<file path="src/sdram_pkg.sv">
package sdram_pkg;

  // all timing in clk cycles
  localparam int unsigned T_POWERUP      = 20000; // stable-power wait
  localparam int unsigned PWR_W          = 15;    // width of the power-up count
  localparam int unsigned T_RP           = 4;     // precharge period
  localparam int unsigned T_RC           = 6;     // auto-refresh period
  localparam int unsigned T_MRD          = 6;     // mode load to next cmd
  localparam int unsigned T_RCD          = 2;     // activate to column cmd
  localparam int unsigned CAS_LAT        = 3;
  localparam int unsigned T_WR           = 2;     // write recovery
  localparam int unsigned INIT_REFRESHES = 8;

  // full-page bursts need 1..256, so 9 bits
  localparam int unsigned BURST_W = 9;
  // delay counter must reach CAS_LAT + 256
  localparam int unsigned DLY_W   = BURST_W + 1;

  // mode register value for burst r/w, CL3, sequential, full page
  localparam logic [11:0] MODE_WORD = 12'h037;

  typedef struct packed {
    logic cke;
    logic cs_n;
    logic ras_n;
    logic cas_n;
    logic we_n;
  } sdram_cmd_t;

  typedef struct packed {
    sdram_cmd_t  cmd;
    logic [1:0]  ba;
    logic [11:0] addr;
  } sdram_bus_t;

  typedef struct packed {
    logic [1:0]         bank;
    logic [11:0]        row;
    logic [7:0]         col;   // start column, wraps at 256
    logic [BURST_W-1:0] burst; // words in the transfer
  } host_req_t;

  typedef logic [15:0] sdram_word_t;

  // what the command generator can put on the pins
  typedef enum logic [3:0] {
    op_nop,
    op_precharge_all,
    op_refresh,
    op_load_mode,
    op_activate,
    op_read,
    op_write,
    op_burst_stop,
    op_precharge_bank
  } sdram_op_e;

  // pin encodings {cke, cs_n, ras_n, cas_n, we_n}
  localparam sdram_cmd_t CMD_INIT   = 5'b01111; // cke low during reset
  localparam sdram_cmd_t CMD_NOP    = 5'b10111;
  localparam sdram_cmd_t CMD_PRE    = 5'b10010;
  localparam sdram_cmd_t CMD_REF    = 5'b10001;
  localparam sdram_cmd_t CMD_LMR    = 5'b10000;
  localparam sdram_cmd_t CMD_ACT    = 5'b10011;
  localparam sdram_cmd_t CMD_RD     = 5'b10101;
  localparam sdram_cmd_t CMD_WR     = 5'b10100;
  localparam sdram_cmd_t CMD_BST    = 5'b10110;

endpackage

</file>
<file path="src/sdram_init_seq.sv">
module sdram_init_seq import sdram_pkg::*; (
  input  logic      clk,
  input  logic      rst_n,
  output sdram_op_e init_op,
  output logic      init_done
);

  typedef enum logic [2:0] {
    s_power, s_pre, s_trp, s_ref, s_trc, s_mrs, s_tmrd, s_done
  } init_state_e;

  init_state_e      state;
  logic [PWR_W-1:0] cnt;     // power-up wait, then reused for the gaps
  logic [3:0]       ref_cnt; // refreshes issued so far

  always_ff @(posedge clk or negedge rst_n) begin
    if (!rst_n) begin
      state   <= s_power;
      cnt     <= '0;
      ref_cnt <= '0;
    end else begin
      case (state)
        s_power: begin
          if (cnt == PWR_W'(T_POWERUP - 1)) state <= s_pre;
          else cnt <= cnt + 1'b1;
        end
        s_pre: begin
          state <= s_trp;
          cnt   <= PWR_W'(1); // each cmd state seeds the gap count at 1
        end
        s_trp: begin
          if (cnt == PWR_W'(T_RP - 1)) state <= s_ref;
          else cnt <= cnt + 1'b1;
        end
        s_ref: begin
          state   <= s_trc;
          cnt     <= PWR_W'(1);
          ref_cnt <= ref_cnt + 1'b1;
        end
        s_trc: begin
          if (cnt == PWR_W'(T_RC - 1)) begin
            // another refresh or on to the mode load
            state <= (ref_cnt == 4'(INIT_REFRESHES)) ? s_mrs : s_ref;
          end else begin
            cnt <= cnt + 1'b1;
          end
        end
        s_mrs: begin
          state <= s_tmrd;
          cnt   <= PWR_W'(1);
        end
        s_tmrd: begin
          if (cnt == PWR_W'(T_MRD - 1)) state <= s_done;
          else cnt <= cnt + 1'b1;
        end
        default: state <= s_done; // s_done holds forever
      endcase
    end
  end

  always_comb begin
    case (state)
      s_pre:   init_op = op_precharge_all;
      s_ref:   init_op = op_refresh;
      s_mrs:   init_op = op_load_mode;
      default: init_op = op_nop; // waits are nops
    endcase
  end

  assign init_done = (state == s_done);

  // mode load must not come before the full refresh train
  a_mode_after_refresh: assert property (@(posedge clk) disable iff (!rst_n)
    (init_op == op_load_mode) |-> (ref_cnt == 4'(INIT_REFRESHES)));

endmodule

</file>
<file path="src/sdram_access_fsm.sv">
module sdram_access_fsm import sdram_pkg::*; (
  input  logic      clk,
  input  logic      rst_n,
  input  sdram_op_e init_op,
  input  logic      init_done,
  input  logic      wr_req,
  input  logic      rd_req,
  input  host_req_t req,
  output sdram_op_e op,
  output host_req_t cur_req,
  output logic      wr_ack,
  output logic      rd_capture
);

  typedef enum logic [3:0] {
    s_idle, s_act, s_trcd, s_wr_cmd, s_wr_data,
    s_rd_cmd, s_rd_data, s_twr, s_pre, s_trp
  } state_e;

  state_e           state;
  logic [DLY_W-1:0] cnt;       // single delay / beat counter
  logic             is_wr;     // granted op was a write
  logic [DLY_W-1:0] burst_len; // latched burst, widened
  logic [DLY_W-1:0] rd_end;    // last capture beat count

  assign burst_len = DLY_W'(cur_req.burst);
  assign rd_end    = burst_len + DLY_W'(CAS_LAT);

  always_ff @(posedge clk or negedge rst_n) begin
    if (!rst_n) begin
      state <= s_idle;
      cnt   <= '0;
      is_wr <= 1'b0;
    end else begin
      case (state)
        s_idle: begin
          if (init_done && (wr_req || rd_req)) begin
            state <= s_act;
            is_wr <= wr_req; // write wins a tie
          end
        end
        s_act: begin
          state <= s_trcd;
          cnt   <= DLY_W'(1);
        end
        s_trcd: begin
          if (cnt == DLY_W'(T_RCD - 1)) state <= is_wr ? s_wr_cmd : s_rd_cmd;
          else cnt <= cnt + 1'b1;
        end
        s_wr_cmd: begin
          state <= s_wr_data;
          cnt   <= DLY_W'(1); // word 0 already taken
        end
        s_wr_data: begin
          if (cnt == burst_len) begin // burst stop goes out this cycle
            state <= s_twr;
            cnt   <= DLY_W'(1);
          end else begin
            cnt <= cnt + 1'b1;
          end
        end
        s_rd_cmd: begin
          state <= s_rd_data;
          cnt   <= DLY_W'(1); // cycles since the read op
        end
        s_rd_data: begin
          if (cnt == rd_end) state <= s_pre;
          else cnt <= cnt + 1'b1;
        end
        s_twr: begin
          if (cnt == DLY_W'(T_WR - 1)) state <= s_pre;
          else cnt <= cnt + 1'b1;
        end
        s_pre: begin
          state <= s_trp;
          cnt   <= DLY_W'(1);
        end
        s_trp: begin
          if (cnt == DLY_W'(T_RP - 1)) state <= s_idle;
          else cnt <= cnt + 1'b1;
        end
        default: state <= s_idle;
      endcase
    end
  end

  // request fields held in idle, frozen once granted
  always_ff @(posedge clk) begin
    if (state == s_idle) cur_req <= req;
  end

  always_comb begin
    op = op_nop;
    if (!init_done) begin
      op = init_op; // init sequencer owns the pins
    end else begin
      case (state)
        s_act:     op = op_activate;
        s_wr_cmd:  op = op_write;
        s_rd_cmd:  op = op_read;
        s_wr_data: if (cnt == burst_len) op = op_burst_stop; // after last word
        s_rd_data: if (cnt == burst_len) op = op_burst_stop; // burst after read
        s_pre:     op = op_precharge_bank;
        default:   op = op_nop;
      endcase
    end
  end

  // first beat lines up with the write op
  assign wr_ack = (state == s_wr_cmd) || ((state == s_wr_data) && (cnt < burst_len));
  // data is on dq from CAS_LAT after the read cmd hits the bus
  assign rd_capture = (state == s_rd_data) && (cnt > DLY_W'(CAS_LAT));

  a_no_rw_overlap: assert property (@(posedge clk) disable iff (!rst_n)
    !(wr_ack && rd_capture));

  // nothing acknowledged while init still runs
  a_no_ack_before_init: assert property (@(posedge clk) disable iff (!rst_n)
    !init_done |-> !(wr_ack || rd_capture));

endmodule

</file>
<file path="src/sdram_cmd_gen.sv">
module sdram_cmd_gen import sdram_pkg::*; (
  input  logic       clk,
  input  logic       rst_n,
  input  sdram_op_e  op,
  input  host_req_t  cur_req,
  output sdram_bus_t bus
);

  sdram_bus_t nxt; // pins for the op this cycle

  always_comb begin
    nxt.cmd  = CMD_NOP;
    nxt.ba   = 2'b11; // idle pattern
    nxt.addr = 12'hfff;
    case (op)
      op_precharge_all: nxt.cmd = CMD_PRE; // A10 high, all banks
      op_refresh:       nxt.cmd = CMD_REF;
      op_burst_stop:    nxt.cmd = CMD_BST;
      op_load_mode: begin
        nxt.cmd  = CMD_LMR;
        nxt.ba   = 2'b00;
        nxt.addr = MODE_WORD;
      end
      op_activate: begin
        nxt.cmd  = CMD_ACT;
        nxt.ba   = cur_req.bank;
        nxt.addr = cur_req.row; // opens the row
      end
      op_read: begin
        nxt.cmd  = CMD_RD;
        nxt.ba   = cur_req.bank;
        nxt.addr = {4'b0000, cur_req.col}; // A10 low, no auto-precharge
      end
      op_write: begin
        nxt.cmd  = CMD_WR;
        nxt.ba   = cur_req.bank;
        nxt.addr = {4'b0000, cur_req.col};
      end
      op_precharge_bank: begin
        nxt.cmd  = CMD_PRE;
        nxt.ba   = cur_req.bank;
        nxt.addr = 12'h000; // single bank close
      end
      default: nxt.cmd = CMD_NOP;
    endcase
  end

  // one register stage to the pins
  always_ff @(posedge clk or negedge rst_n) begin
    if (!rst_n) begin
      bus.cmd  <= CMD_INIT; // cke low until sequencing starts
      bus.ba   <= 2'b11;
      bus.addr <= 12'hfff;
    end else begin
      bus <= nxt;
    end
  end

endmodule

</file>
<file path="src/sdram_dq_path.sv">
module sdram_dq_path import sdram_pkg::*; (
  input  logic        clk,
  input  logic        rst_n,
  input  logic        wr_ack,
  input  sdram_word_t din,
  input  logic        rd_capture,
  input  sdram_word_t dq_in,
  output sdram_word_t dq_out,
  output logic        dq_oe,
  output sdram_word_t dout,
  output logic        rd_ack
);

  // write data out, read data in
  always_ff @(posedge clk) begin
    if (wr_ack) dq_out <= din;       // lands with the write cmd / next beat
    if (rd_capture) dout <= dq_in;   // sampled at the pins
  end

  // qualifiers
  always_ff @(posedge clk or negedge rst_n) begin
    if (!rst_n) begin
      dq_oe  <= 1'b0;
      rd_ack <= 1'b0;
    end else begin
      dq_oe  <= wr_ack;
      rd_ack <= rd_capture; // valid alongside dout
    end
  end

  // never drive dq while the device is driving it
  a_no_bus_fight: assert property (@(posedge clk) disable iff (!rst_n)
    !(dq_oe && rd_capture));

endmodule

</file>
<file path="src/sdram_ctrl_top.sv">
module sdram_ctrl_top import sdram_pkg::*; (
  input  logic        clk,
  input  logic        rst_n,
  input  logic        wr_req,
  input  logic        rd_req,
  input  host_req_t   req,
  input  sdram_word_t din,
  output logic        wr_ack,
  output logic        rd_ack,
  output sdram_word_t dout,
  output logic        init_done,
  output sdram_bus_t  bus,
  output sdram_word_t dq_out,
  output logic        dq_oe,
  input  sdram_word_t dq_in
);

  sdram_op_e init_op;    // from the power-up sequencer
  sdram_op_e op;         // to the command register
  host_req_t cur_req;    // latched request
  logic      rd_capture; // sample strobe for dq_in

  sdram_init_seq u_init (
    .clk       (clk),
    .rst_n     (rst_n),
    .init_op   (init_op),
    .init_done (init_done)
  );

  sdram_access_fsm u_fsm (
    .clk        (clk),
    .rst_n      (rst_n),
    .init_op    (init_op),
    .init_done  (init_done),
    .wr_req     (wr_req),
    .rd_req     (rd_req),
    .req        (req),
    .op         (op),
    .cur_req    (cur_req),
    .wr_ack     (wr_ack),
    .rd_capture (rd_capture)
  );

  sdram_cmd_gen u_cmd (
    .clk     (clk),
    .rst_n   (rst_n),
    .op      (op),
    .cur_req (cur_req),
    .bus     (bus)
  );

  sdram_dq_path u_dq (
    .clk        (clk),
    .rst_n      (rst_n),
    .wr_ack     (wr_ack),
    .din        (din),
    .rd_capture (rd_capture),
    .dq_in      (dq_in),
    .dq_out     (dq_out),
    .dq_oe      (dq_oe),
    .dout       (dout),
    .rd_ack     (rd_ack)
  );

endmodule

</file>
<file path="config.mk">
export PLATFORM = sky130hd
export DESIGN_NAME = sdram_ctrl_top
export DESIGN_NICKNAME = d
export VERILOG_FILES = /design/src/sdram_pkg.sv /design/src/sdram_init_seq.sv /design/src/sdram_access_fsm.sv /design/src/sdram_cmd_gen.sv /design/src/sdram_dq_path.sv /design/src/sdram_ctrl_top.sv
export SDC_FILE = /design/constraint.sdc
export NUM_CORES = 1
export LEC_CHECK = 0
export BUFFER_PORTS_ARGS = -buffer_cell sky130_fd_sc_hd__buf_2
export CAP_MARGIN = 40
export CORE_ASPECT_RATIO = 0.75
export CORE_MARGIN = 4
export CORE_UTILIZATION = 35
export CTS_BUF_LIST = sky130_fd_sc_hd__clkbuf_4 sky130_fd_sc_hd__clkbuf_8
export DETAILED_ROUTE_END_ITERATION = 10
export GPL_TIMING_DRIVEN = 0
export PLACE_DENSITY_LB_ADDON = 0.05
export SLEW_MARGIN = 5
export SYNTH_ARGS = -nofsm -noshare
export SYNTH_HDL_FRONTEND = slang
export SYNTH_HIERARCHICAL = 1
export SYNTH_SLANG_ARGS = --single-unit
</file>
<file path="constraint.sdc">
create_clock -name clk -period 6.3 [get_ports clk]
set_clock_uncertainty 0.2 [all_clocks]
set_input_delay 0.945 -clock clk [delete_from_list [all_inputs] [get_ports clk]]
set_output_delay 0.945 -clock clk [all_outputs]
set_load 0.02 [all_outputs]
</file>
* Word level (Yosys, flattened, before mapping)
Index checks and enable logic that the tools add are counted.
** Cells by class
- Magnitude comparators :: 2
- Add/subtract/negate cells :: 4
- Multiplexer cells :: 29
- Reduce and logical (&&, ||, !) cells :: 21
- Equal/unequal tests :: 48
** Operator list (number)
- $pmux W15 S4 :: 1
- $pmux W14 S4 :: 1
- $pmux W10 S5 :: 1
- $mux W15 :: 3
- $pmux W3 S7 :: 2
- $mux W10 :: 4
- $pmux W4 S10 :: 1
- $eq A4 B3 Y1 const B :: 8
- $mux W4 :: 7
- $mux W3 :: 7
- $ne A2 B1 Y1 const B :: 10
- $pmux W4 S5 :: 1
- $eq A4 B2 Y1 const B :: 4
- $eq A4 B4 Y1 const B :: 4
- $add A15 B1 Y15 const B :: 1
- $eq A15 B15 Y1 const B :: 1
- $eq A15 B2 Y1 const B :: 1
- $eq A15 B3 Y1 const B :: 1
- $eq A3 B3 Y1 const B :: 4
- $ne A2 B2 Y1 const B :: 6
- $reduce_and A4 Y1 :: 3
- $add A10 B1 Y10 const B :: 1
- $add A9 B2 Y10 const B :: 1
- $eq A10 B1 Y1 const B :: 1
- other kinds (21) :: 30
** Storage, ports and cells
- Register bits after elaboration :: 121
- Output and inout port bits :: 55
- Logic and storage cells :: 125
- Input port bits :: 67

* Logic depth before layout (Yosys ltp)
Gate-level depths: netlist (run 1).
- Depth after elaboration :: 7
- Depth in mapped cells :: 12
- Mapped depth without buffers :: 10

* Cells and area by module
The synthesis (run 1) kept the hierarchy.
** Modules (own cells, without submodules)
- sdram_access_fsm :: sequential area each 1306.3 um^2, area each 2707.6 um^2, times used 1, cells each 252
- sdram_init_seq :: sequential area each 550.5 um^2, area each 1287.5 um^2, times used 1, cells each 141
- sdram_dq_path :: sequential area each 1011.0 um^2, area each 1011.0 um^2, times used 1, cells each 34
- sdram_cmd_gen :: sequential area each 498.0 um^2, area each 1009.7 um^2, times used 1, cells each 88

* Worst setup path after synthesis (run 1)
OpenSTA, ideal clock, no wires.
- Path type :: flip-flop to flip-flop
- Start :: reg u_fsm.state[1]
- End :: reg u_fsm.cnt[0]
- Setup slack :: 1.328 ns
- Library setup time :: 0.125 ns
- Cell stages (with the launch flop) :: 7
- Buffers on the path :: 1
- Data required time :: 5.975 ns
- Arrival :: 4.647 ns
- Period minus slack after synthesis :: 4.972 ns
- Path through :: dfrtp_1 clkbuf_1 nor4_1 a211o_1 inv_1 o31a_4 mux2_2
** On the way
- Word-level cells in the longest chain between the ends :: 4
- Elaborated cells between the ends (all ways) :: 17
- Those cells by class :: 12 x eq/ne; 1 x mux; 4 x reduce/logical
** RTL lines
- start: declaration :: line sdram_access_fsm.sv:20 : state_e state;
- start signal: assignment :: line sdram_access_fsm.sv:31 : state <= s_idle;
- start signal: assignment :: line sdram_access_fsm.sv:38 : state <= s_act;
- start signal: assignment :: line sdram_access_fsm.sv:43 : state <= s_trcd;
- $eq A4 B1 Y1, or another cell as far along :: line sdram_access_fsm.sv:35 : case (state)
- $reduce_or A4 Y1 (no line) or $reduce_or A2 Y1 (tied branches)
- $reduce_bool A5 Y1 (no line) or $ne A2 B2 Y1 (tied branches)
- $reduce_and A4 Y1 (no line)
- end signal: assignment :: line sdram_access_fsm.sv:48 : else cnt <= cnt + 1'b1;
- end signal: assignment :: line sdram_access_fsm.sv:59 : cnt <= cnt + 1'b1;
- end signal: assignment :: line sdram_access_fsm.sv:68 : else cnt <= cnt + 1'b1;
- end: declaration :: line sdram_access_fsm.sv:21 : logic [DLY_W-1:0] cnt;
Parallel ways exist; a longest one is shown, timed or not.
A chain may end at the register's enable or synchronous reset.

* Worst setup path after layout (run 1)
- Start :: reg u_fsm/cur_req[3] (netlist name)
- End :: out wr_ack
** On the way
- Word-level cells in the longest chain between the ends :: 3
** RTL lines
- $lt A10 B9 Y1 :: line sdram_access_fsm.sv:110 : assign wr_ack = (state == s_wr_cmd) || ((state == s_wr_data) && (cnt < burst_len));
- $logic_and A1 B1 Y1 :: line sdram_access_fsm.sv:110
- $logic_or A1 B1 Y1 :: line sdram_access_fsm.sv:110
- end: declaration :: line sdram_ctrl_top.sv:8 : output logic wr_ack,
No other way between the ends.

==> results of run 1 <==
## synthesized netlist by cell type (all sizes together), types with 4 or more instances
| master | n |
|---|---|
| nand2 | 31 |
| or2 | 6 |
| nor3 | 6 |
| nor2b | 17 |
| a21oi | 26 |
| nor4b | 5 |
| nand3 | 11 |
| nand4 | 7 |
| dfrtp | 40 |
| a32o | 4 |
| o31ai | 17 |
| a211oi | 10 |
| nand2b | 6 |
| xor2 | 10 |
| inv | 24 |
| o21ai | 28 |
| o32ai | 5 |
| a21o | 5 |
| and3 | 6 |
| a31oi | 4 |
| mux2i | 10 |
| o211ai | 4 |
| dfstp | 18 |
| clkbuf | 10 |
| edfxtp | 63 |
| nor4 | 6 |
| xnor2 | 11 |
| buf | 17 |
| ha | 17 |
| nor2 | 38 |
## logic make-up (layout without fill, tap and decap cells)
family                     Yosys count  in the layout  synth area share
and+or+nand+nor                    158            158            0.1431
AOI/OAI and AO/OA                  131            131            0.1701
DFF                                121            121            0.5595
buffers and inverters               51            210           0.03723
xor gates and xnor gates            21             21           0.03057
adders and majority gates           17             17           0.03536
muxes                               13             13           0.02225
other                                3              4          0.001872
## worst register-to-register path, cell delays in order, from the launching register on
cell and delay [ps]:
edfxtp_1 430, inv_1 120, ha_1 310, nand4_1 180, or3_1 420, nor2_1 170, a22oi_1 100, o22ai_1 260
buf_6 200, nor2b_2 300, nor2b_1 170, buf_2 260, a211oi_1 120
## path summary, 6_finish.rpt
kind                                   startpoint                 to  slack (ps)  depth (start not counted)
worst min-delay path            u_init/ref_cnt[3]  u_init/ref_cnt[3]         280                          1
worst min register to register  u_init/ref_cnt[3]  u_init/ref_cnt[3]         280                          1
min in group asynchronous                   rst_n       u_fsm/cnt[4]         340                          1
max in group asynchronous                   rst_n         u_dq/dq_oe        5000                          1
worst max-delay path             u_fsm/cur_req[3]             wr_ack        2240                          9
worst max register to register   u_fsm/cur_req[5]       u_cmd/bus[2]        2960                         12
## sequential cells by signal (all words and copies together) (netlist names)
register,count
u_cmd/bus,19
u_dq/dq_oe,1
u_init/ref_cnt,4
u_dq/rd_ack,1
u_fsm/cur_req,31
u_fsm/cnt,10
u_dq/dout,16
u_init/cnt,15
u_dq/dq_out,16
u_fsm/state,4
u_fsm/is_wr,1
u_init/state,3
## power by group through the flow
stage | Clock [mW] | Sequential, mW | Combinational, mW
after floorplan | 0 | 0.892 | 0.0365
after global placement | 0 | 0.882 | 0.0902
after detailed placement | 0 | 0.882 | 0.0926
after CTS | 0.727 | 0.866 | 0.0930
after global routing | 0.760 | 0.868 | 0.102
final | 0.698 | 0.866 | 0.0907
## routing by layer
| metal | vias up | GRT usage | part of all wire | routed length [um] |
|---|---|---|---|---|
| li1 | 2200 | - | - | - |
| met1 | 2161 | 0.2211 | 0.49 | 7147 |
| met2 | 124 | 0.2220 | 0.43 | 6319 |
| met3 | 12 | 0.05986 | 0.073 | 1079 |
| met4 | 0 | 0.04770 | 0.012 | 177 |
| met5 | - | 0 | 0 | 0 |
## cell type report
cell class              instances  area [um2]
fillers                      1653        9480
flip-flops and latches        121        3366
multi-input cells             344        2439
repair buffers                127       661.9
well taps                     215       269.0
clock buffers                  17       234.0
clock inverters                15       152.6
plain buffers                  27       133.9
inverters                      24       90.09
## per-stage QoR
stage | worst slack, ps | utilization | power [mW] | setup TNS, ps
after CTS | 2143 | 0.4361 | 1.686 | 0
after global placement | -684.5 | 0.4097 | 0.9725 | -6623
after detailed placement | 2655 | 0.4131 | 0.9747 | 0
after global routing | 2008 | 0.4366 | 1.730 | 0
after floorplan | 1328 | - | 0.9280 | 0
final | 2236 | 0.4366 | 1.654 | 0
==> results summary, run 1 <==
The run finished with clean final reports. The switching power came out at 432.2 uW. The ratio of final minimum period to clock period came out at 0.6450. The final instance count without filler cells is 890. STA classifies the critical path endpoint as an output port. Of all flip-flops after synthesis, the portion carrying an async set or reset was 0.4793. The last weighted congestion value of the routability-driven placer is 0.8071. The floorplan step set the die height to 121.5 um.

The die span in x is 159.4 um. The worst hold path belongs to the class flop to flop. The biggest area contributor in the post-synthesis netlist is edfxtp_1. The number of iterations in the first detailed-routing pass came out at 6. The maximum clock path buffer count came out at 2. The ratio of total power to cell area came out at about 230 nW/um2.

The highest ir drop seen on vdd came out at 0.1397 mV. Buffers inserted during clock tree synthesis total 17. The wire length of the first global-routing pass came out at approximately 24000 um.

The largest individual stage delay along the critical path comes from the cell a21o_1. The port buffer count came out at 121. After clock tree synthesis, the repair step resized 0 gates. The internal power component came out at roughly 1.2 mW. For this run, the total global-route usage over all layers was measured as 0.1561. The cell repeated most along the worst path is a21o_1. Summing every instance area after synthesis gives approximately 6000 um2. The share of total power dissipated in sequential elements is 0.523. In this run the clock root is driven by a clkbuf_8.

The tool flagged a number of max-cap violations equal to 0. The CTS tree is yes. The number of antenna violations at the first check in global routing is 0. The via count is 4497. The average footprint of a synthesized cell came out at 11.68 um2. The total of warnings raised by yosys is 6. The I/O pin count came out at 122. The antenna diode count is 0.

The distinct cell type count after synthesis came out at 75. The number of buffers added for setup after CTS is 0. The leakage power summed over all cells is 3.010 nW. The peak fanout along the critical path came out at 18.

The required time at the endpoint of the critical path came out at 5150 ps. The clock latency reported for the late side of the worst-skew pair came out at around 460 ps. The clock net sink count is between 100 and 150. The floorplan step defined a die boundary enclosing 19370 um2. The largest delay contributor family on the critical path is compound AO/OA/AOI/OAI gates. The starting density of the core came out at 0.3575. Compared with the post-synthesis result, the final layout area differs by 22.11%. The count of placed standard cells including taps is around 860.

The arrival time reported for the critical path endpoint came out at around 3000 ps. The total count of hold-check failures in the final report came to 0. The number of buffers and inverters on the critical path is 2. The fraction of power spent switching nets is 0.2613. The relative contribution of combinational cells to total power came out at 0.055. The routed wirelength normalized by instance count came out at 16.54 um. The total DRC errors in the routed layout is 0.

The critical path goes through inv_1 -> ha_1 -> a21o_1 -> a21o_1 -> a21oi_1 -> nor2b_1 -> o21ai_0 -> a21o_1 -> buf_2. The post-route standard cell area excluding fillers is 7346 um2. The share of synthesized area in the top cell type comes to 0.3145.

The startpoint type of the worst setup path is a flop. The max-slew violation count came to 0. The library cells used most frequently in the layout, excluding fill and tap cells, are buf_2 (132), edfxtp_1 (63), dfrtp_1 (40). Hold is met by 283.4 ps.

Clock-pin slew was measured on the worst setup and hold paths at 80 ps. The final critical path time including I/O delays and setup came out at 4064 ps. The delay of the slowest cell on the worst path came out at 630 ps. The number of nets still failing antenna checks after routing came out at 0. Synthesis produced a netlist whose cell count is between 500 and 600. The standard-cell row count came out at just over 40. The part of the total power dissipated in the clock network is 0.422.

The most used flip-flop cell after synthesis is edfxtp_1. The pin count of the biggest net entering global routing came out at 59. The count of hold buffers inserted by post-cts repair is 0.

The worst slew margin relative to its limit is 0.4343. Ranked by total cell area, the synthesized netlist is headed by edfxtp_1 (31%), dfrtp_1 (17%), dfstp_2 (7.9%). Setup violations remaining at the end of the flow were counted as 0. The area of the placeable core came out at between 15000 and 20000 um2. The detail-routed via count per cell is 5.053. The H-tree depth reported by CTS came out at 4.

The highest achievable clock rate came out at around 0.25 GHz. The layout net count came out at 746. The count of flip-flops with a built-in enable after synthesis is 63. The routed wire length is 14720 um.

At the pin with the least slew margin, the transition time is 842.1 ps. The placement-stage cell area is 6952 um2. The number of global-route vias before repair is 4484. The total global routing overflow is 0. The HPWL reported at the end of detailed placement is 10630 um. The setup path with the least slack is of type flop to output port. The share of post-route cells with drive strength above 1 came out at 0.3348. Of the synthesized area, sequential elements account for 0.5595. Setup repair after global routing left no endpoint under its margin.

After synthesis the netlist holds a flip-flop and latch count of 121. The first-iteration detailed-routing DRC count is 287. The commonest non-fill, non-tap cell in the layout is buf_2.
Power figures use the tool's default switching activity.
==> run 2: changes to the inputs <==
--- a/config.mk
+++ b/config.mk
@@ -5,6 +5,7 @@
 export SDC_FILE = /design/constraint.sdc
 export NUM_CORES = 1
 export LEC_CHECK = 0
+export ABC_AREA = 1
 export BUFFER_PORTS_ARGS = -buffer_cell sky130_fd_sc_hd__buf_2
 export CAP_MARGIN = 40
 export CORE_ASPECT_RATIO = 0.75
==> constraint.sdc (replaced) <==
create_clock -name clk -period 3.9 [get_ports clk]
set_clock_uncertainty 0.2 [all_clocks]
set_input_delay 0.585 -clock clk [delete_from_list [all_inputs] [get_ports clk]]
set_output_delay 0.585 -clock clk [all_outputs]
set_load 0.02 [all_outputs]
==> results summary, run 2 <==
The flow ran to the end, and the final reports show no timing, DRC or antenna violations. The flop and latch count out of synthesis came out at between 100 and 150. The tightest min-delay check is of the primary input to flop type. The proportion of synthesized flip-flops having asynchronous set or reset came out at 0.4793. The global routing met2 resource utilization came out at 0.2344.

The total of warnings raised by yosys came out at 6. The critical path runs through a total of 12 cells. The I/O pin count came out at 122. The maximum clock path buffer count came out at 2. The number of antenna violations at the first check in global routing came to 0. The cell repeated most along the worst path is nand2_1. Setup repair after global routing left no endpoint under its margin. Of the cells placed in the final design, the portion with a size suffix greater than 1 is 0.2771. 0 antenna diodes ended up in the layout.

TritonCTS built the clock tree. The number of iterations in the first detailed-routing pass came out at 5. The layout net count came out at 966. In the final layout, the registers with the most flip-flops are u_fsm/cur_req x31, u_cmd/bus x19. The total global routing overflow is 0. CTS built an H-tree with a depth of 4.

The average footprint of a synthesized cell came out at 8.665 um2. The die span in x is 164.0 um. The HPWL reported at the end of detailed placement is 11770 um.

In this design, the largest share of critical-path delay is due to simple AND/OR/NAND/NOR gates. The final setup violation count came out at 0. The worst setup path is of the flop to output port kind. Row generation in the floorplan step produced 42 rows. The highest ir drop seen on vdd is 0.2160 mV. Clock-pin slew was measured on the worst setup and hold paths at roughly 90 ps.

The highest achievable clock rate came out at 0.2919 GHz. The total count of hold-check failures in the final report came out at 0. For this configuration, the core starts out at a cell density of 0.3595. The ratio of final minimum period to clock period is 0.8785. The final critical path time including I/O delays and setup came out at between 3000 and 4000 ps. The number of global-route vias before repair came out at 5276. The ratio of total power to cell area is 346.0 nW/um2. The sum of buffers and inverters on the critical path came out at 2. The global-route total usage across every layer is 0.1580. The worst slew margin relative to its limit is 0.4677. The clock net in this run drives a total of 121 sinks. The startpoint identified for the worst register-to-register timing path is u_init/state[2].

The pin count of the biggest net entering global routing came out at 39. The clock latency reported for the late side of the worst-skew pair is 440 ps. Clock tree synthesis selected as its root buffer the cell clkbuf_8. The number of violations of the max-capacitance limit came out at 0. Data on the critical path is required at its endpoint by roughly 3100 ps.

The kind of capture point of the worst setup path is an output port. The setup TNS came out at 0 ps. More flip-flops sit in one register than any other, and that register is u_fsm/cur_req. The distinct cell type count after synthesis came out at 35. The height of the chip came out at 125.0 um. In the post-synthesis netlist, the cell with the most instances is nand2_1.

The delay of the slowest cell on the worst path is 440 ps. The peak fanout along the critical path is 18. The count of flip-flops with a built-in enable after synthesis is 63. The leakage power summed over all cells came out at 3.689 nW.

The number of stages on the worst hold path came out at 1. The first global-routing pass estimated 26080 um of wire. The critical path goes through inv_1 -> ha_1 -> nand2_1 -> nor2_1 -> nand2_1 -> a31oi_1 -> nor2_1 -> o21ai_0 -> nand2_1 -> nand3_1 -> nand2_2 -> buf_2. The most critical setup path has its endpoint at wr_ack. The startpoint type of the worst setup path is a flop. The routed wirelength normalized by instance count came out at around 14 um. Once the clock tree was built, the setup fixing pass inserted 0 buffers. The area of the placeable core came out at 17760 um2.

Compared with the post-synthesis result, the final layout area differs by 21.61%. The arrival time reported for the critical path endpoint came out at around 2600 ps. The most frequently used flop master after synthesis is edfxtp_1.

The fraction of synthesized cell area taken by the top area cell type came out at 0.2962. The total DRC errors in the routed layout is 0. In the routed layout, each cell is associated on average with a via count of 4.658. The max-slew violation count came out at 0. The first-iteration detailed-routing DRC count came out at roughly 310. The number of buffers created by CTS came out at 17. During placement, the flow inserted port buffers numbering 121. Ranked by instance count, the synthesized netlist is headed by nand2_1 (219), nor2_1 (84), inv_1 (74), nand3_1 (69), edfxtp_1 (63).

For this run, global-route usage on met3 was measured as 0.05493. The summed instance area of the synthesized netlist came out at 6386 um2. The slack of the worst reg-to-reg path came out at 1050 ps. The die covers 20490 um2. The post-route worst hold slack is about 110 ps. The start point of the critical path is u_fsm/cur_req[3]. The register with the most flip-flops in the layout has 31 of them. The number of nets still failing antenna checks after routing is 0.

The cell at the slowest stage of the critical path is edfxtp_1. After synthesis, the cell types taking the most area are edfxtp_1 (30%), dfrtp_1 (16%), nand2_1 (13%). The via count came out at 5296. The number of cells on the worst reg-to-reg path is 8. The met1 capacity usage during global routing came out at 0.2193. The layer with the highest usage after global routing is met2. Synthesis handed over a netlist of ~740 instances. The commonest non-fill, non-tap cell in the layout is nand2_1.

The measured slew at the worst slew-check pin is between 700 and 800 ps. The part of the Yosys area used for sequential elements is 0.5270. In the layout the commonest cells are nand2_1 (218), buf_2 (122), nor2_1 (84). The routed wire length is 15540 um. At the end of routability-driven placement, the weighted congestion stood at 0.8815. Summed over all instances, the cell type with the most area after synthesis is edfxtp_1. The reg-to-reg critical path endpoint is u_cmd/bus[6].
## run 2: final cells by class
type	count	area (um2)
Tap cell	242	302.8
Sequential cell	121	3366
Clock inverter	15	153.9
Multi-Input combinational cell	520	2625
Fill cell	1804	9996
Clock buffer	17	234.0
Inverter	87	326.6
Timing Repair Buffer	125	673.1
Buffer	10	85.08
## run 2: kinds of logic after synthesis
family	count (synthesis)	share of synthesized area
other	3	0.001763
xor gates and xnor gates	6	0.008229
AOI/OAI and AO/OA	54	0.04565
DFF	121	0.5270
adders and majority gates	17	0.03331
buffers and inverters	97	0.06446
and+or+nand+nor	439	0.3196
## run 2: power breakdown
part / switching, mW / internal, mW / total [mW]
Clock: 0.587 / 0.528 / 1.12
Sequential: 0.0131 / 1.39 / 1.40
Combinational: 0.105 / 0.0650 / 0.171
## run 2: how the worst min path moves through the flow
| stage | startpoint | to | slack (ps) |
|---|---|---|---|
| 6_report | dq_in[0] | u_dq/dout[0] | 110 |
| 5_1_grt | din[4] | u_dq/dq_out[4] | 70 |
| 4_1_cts | din[4] | u_dq/dq_out[4] | 70 |
| 3_5_place_dp | u_fsm/cur_req[22] | u_cmd/bus[5] | 240 |
| 3_3_place_gp | u_fsm/cur_req[27] | u_cmd/bus[10] | 230 |
| 2_1_floorplan | rst_n | u_cmd/bus[18] | 90 |
## run 2: per-layer routing
metal	vias to the layer above	share of wire
li1	2688	-
met1	2472	0.49
met2	126	0.44
met3	10	0.064
met4	0	0.011
met5	-	0
## run 2: what timing repair did
action,CTS,global route
hold endpoints to repair,2,0
setup endpoints to repair,0,1
hold buffers,1,0
gates resized for setup,0,1
## run 2: through the flow
stage | std cells | setup WS (ps) | instance area (um2) | utilization | total power, mW
6_report | 1137 | 473.9 | 7766 | 0.4372 | 2.687
5_1_grt | 1137 | 187.0 | 7766 | 0.4372 | 2.836
4_1_cts | 1137 | 152.6 | 7764 | 0.4371 | 2.749
3_5_place_dp | 1104 | 643.6 | 7366 | 0.4147 | 1.601
3_3_place_gp | 1101 | 595.9 | 7298 | 0.4109 | 1.594
2_1_floorplan | 738 | 1330 | 6390 | - | 1.515
## run 2: worst reg2reg max path, stage by stage (launching register included)
cell	delay (ps)
dfrtp_1	490
nand2_1	140
nor2_1	450
inv_1	180
o21ai_0	680
nor2_1	180
nand3_1	190
nand3_4	160
nand3_1	110
==> run 3: changes to the inputs <==
--- a/config.mk
+++ b/config.mk
@@ -8,7 +8,6 @@
 export ABC_AREA = 1
 export BUFFER_PORTS_ARGS = -buffer_cell sky130_fd_sc_hd__buf_2
 export CAP_MARGIN = 40
-export CORE_ASPECT_RATIO = 0.75
 export CORE_MARGIN = 4
 export CORE_UTILIZATION = 35
 export CTS_BUF_LIST = sky130_fd_sc_hd__clkbuf_4 sky130_fd_sc_hd__clkbuf_8
==> results summary, run 3 (synthesized netlist as in run 2, its figures left out) <==
Summing all multi-input logic gate instances after layout gives 2625 um2. The clock transition at the register clock pins on the worst setup and hold paths after CTS came out at 80 ps. After the first detailed-routing iteration, the DRC count stood at 300. Setup repair after global routing left no endpoint under its margin. The final instance count without filler cells is 1122. The final setup violation count is 0. The setup TNS came out at 0 ps. The max-slew violation count came out at 0. The switching power came out at between 600 and 700 uW. Buffers inserted to repair hold after CTS numbered 0. The slack of the worst reg-to-reg path came out at between 1000 and 1500 ps. The most flop-heavy register is u_fsm/cur_req. The total DRC errors in the routed layout is 0. The wire length of the first global-routing pass is 24680 um. The HPWL reported at the end of detailed placement is 11090 um.

In the layout the commonest cells are nand2_1 (218), buf_2 (122), nor2_1 (84). In this run the static leakage power is roughly 3.7 nW. The number of antenna violations at the first check in global routing came out at 0.

The starting density of the core is 0.3555. During I/O placement, the number of pins put on the boundary was 122. The post-route worst hold slack is roughly 12 ps.

The total count of hold-check failures in the final report is 0. The via count came out at 5214. The share of post-route cells with drive strength above 1 came out at 0.2766. The worst register-to-register path begins at u_init/state[2].

The total area inside the core boundary comes to 17960 um2. The flow ran to the end, and the final reports show no timing, DRC or antenna violations. The repair_antennas step left the layout with diodes totalling 0. The peak fanout along the critical path came out at 18.

The number of iterations in the first detailed-routing pass is 4. The detail-routed via count per cell is 4.647. The path type of the worst min-delay path is primary input to async pin. The layout net count came out at approximately 960.

The part of the total power dissipated in the clock network is 0.455. The clock net sink count is 121. The initialized floorplan defines approximately 50 standard-cell rows. The layout overhead on the synthesized area came out at 21.83%. The required time at the endpoint of the critical path came out at 3120 ps.

The number of global-route vias before repair is 5022. The highest achievable clock rate came out at roughly 0.3 GHz. Across the run, the number of max-cap violations was 0. The internal power component is 2.181 mW.

The sequential share of power came out at 0.488. The die covers 20470 um2. Of the total power, the share spent switching nets is 0.2395.

The measured slew at the worst slew-check pin came out at 785.5 ps. Data arrives at the worst endpoint at roughly 2600 ps. After layout, the design draws a total of 2.868 mW.

In this run the post-CTS setup repair buffer count came out at 0. The height of the chip came out at 143.1 um. The critical path is of the flop to output port type.

Once layout is complete, the utilization of the core stands at 0.4331. Counting the fill cells in the layout gives 1771. The ratio of total power to cell area is roughly 370 nW/um2. In this run the worst setup path terminates at wr_ack.

The startpoint type of the worst setup path is a flop. The cell at the root of the clock tree is clkbuf_8. The count of nets left with antenna violations once routing finished came out at 0.

Of the available clock period, the critical path in the final layout requires 0.8747. Across every metal layer, demand over resource in global routing totals 0.1520. Entering global routing, the biggest net connects 59 pins. TritonCTS built the clock tree.

The highest ir drop seen on vdd is 0.2322 mV. The die is 143.1 um wide. The endpoint identified for the worst register-to-register timing path is u_cmd/bus[16]. The number of cells on the worst reg-to-reg path is 9. The worst slew margin relative to its limit came out at 0.4708. Including well taps, the total number of placed cells is 1090.

Of the total power, combinational logic draws 0.057. The maximum clock path buffer count is 2. The total global routing overflow is 0.

The routed wirelength normalized by instance count came out at 13.42 um. The routed wire length is ~15000 um. The number of clock buffers added by TritonCTS is 17.

Leaving out fill and tap cells, the most frequent cell in the layout is nand2_1. In this run the worst setup path begins at u_fsm/cur_req[3]. Routability-driven placement finished with a final weighted congestion of ~0.90. In this run the tool buffered the top-level ports with ~120 buffer cells. The final critical path time including I/O delays and setup is between 3000 and 4000 ps. The kind of capture point of the worst setup path is an output port.

In the final layout, the registers with the most flip-flops are u_fsm/cur_req x31, u_cmd/bus x19. The clock latency reported for the late side of the worst-skew pair is 440 ps. CTS built an H-tree with a depth of 4. The flip-flop count of the largest register after layout came out at 31. The sequential cell area is roughly 3400 um2.
run 3: what timing repair did:
action,CTS,global route
gates resized for setup,0,1
setup endpoints to repair,0,1
endpoints found under the hold margin,0,0
run 3: worst min path at each step:
| stage | from | endpoint | slack, ps | cells past startpoint |
|---|---|---|---|---|
| 2_1_floorplan | rst_n | u_cmd/bus[18] | 90 | 0 |
| 3_3_place_gp | u_fsm/cur_req[30] | u_cmd/bus[13] | 230 | 2 |
| 3_5_place_dp | u_fsm/cur_req[29] | u_cmd/bus[12] | 240 | 2 |
| 4_1_cts | rst_n | u_init/cnt[11] | 20 | 1 |
| 5_1_grt | rst_n | u_init/cnt[11] | 50 | 1 |
| 6_report | rst_n | u_init/cnt[11] | 10 | 1 |
run 3: worst max-delay path, cell delays in order (launching register included):
cell      delay [ps]
edfxtp_1         430
inv_1            100
ha_1             330
nand2_1           60
nor2_1           120
nand2_1           60
a31oi_1          130
nor2_1            50
o21ai_0          150
nand2_1           70
nand3_1          120
nand2_2          280
buf_2            270
run 3: metal layers:
metal  up-vias  GRT usage  part of all wire
li1       2676          -                 -
met4         0    0.05053            0.0097
met5         -          0                 0
met3        11    0.03918             0.045
met1      2441     0.1890              0.44
met2        86     0.2579              0.51
run 3: cell type report:
class	instances	area share
multi-input cells	520	0.3374
inverters	87	0.04197
repair buffers	123	0.08170
clock buffers	18	0.03184
well taps	229	0.03683
plain buffers	10	0.01094
clock inverters	14	0.02670
flip-flops and latches	121	0.4326
run 3: power by group through the flow:
stage,logic (mW),clock network [mW],registers [mW]
after global routing,0.186,1.41,1.40
after detailed placement,0.167,0,1.43
after floorplan,0.0671,0,1.45
after CTS,0.168,1.36,1.40
after global placement,0.164,0,1.43
final,0.164,1.30,1.40
run 3: per-stage QoR:
stage / worst slack [ps] / area [um2]
2_1_floorplan: 1330 / 6390
3_3_place_gp: 712.4 / 7282
3_5_place_dp: 641.8 / 7322
4_1_cts: 128.5 / 7777
5_1_grt: 123.2 / 7780
6_report: 488.7 / 7780
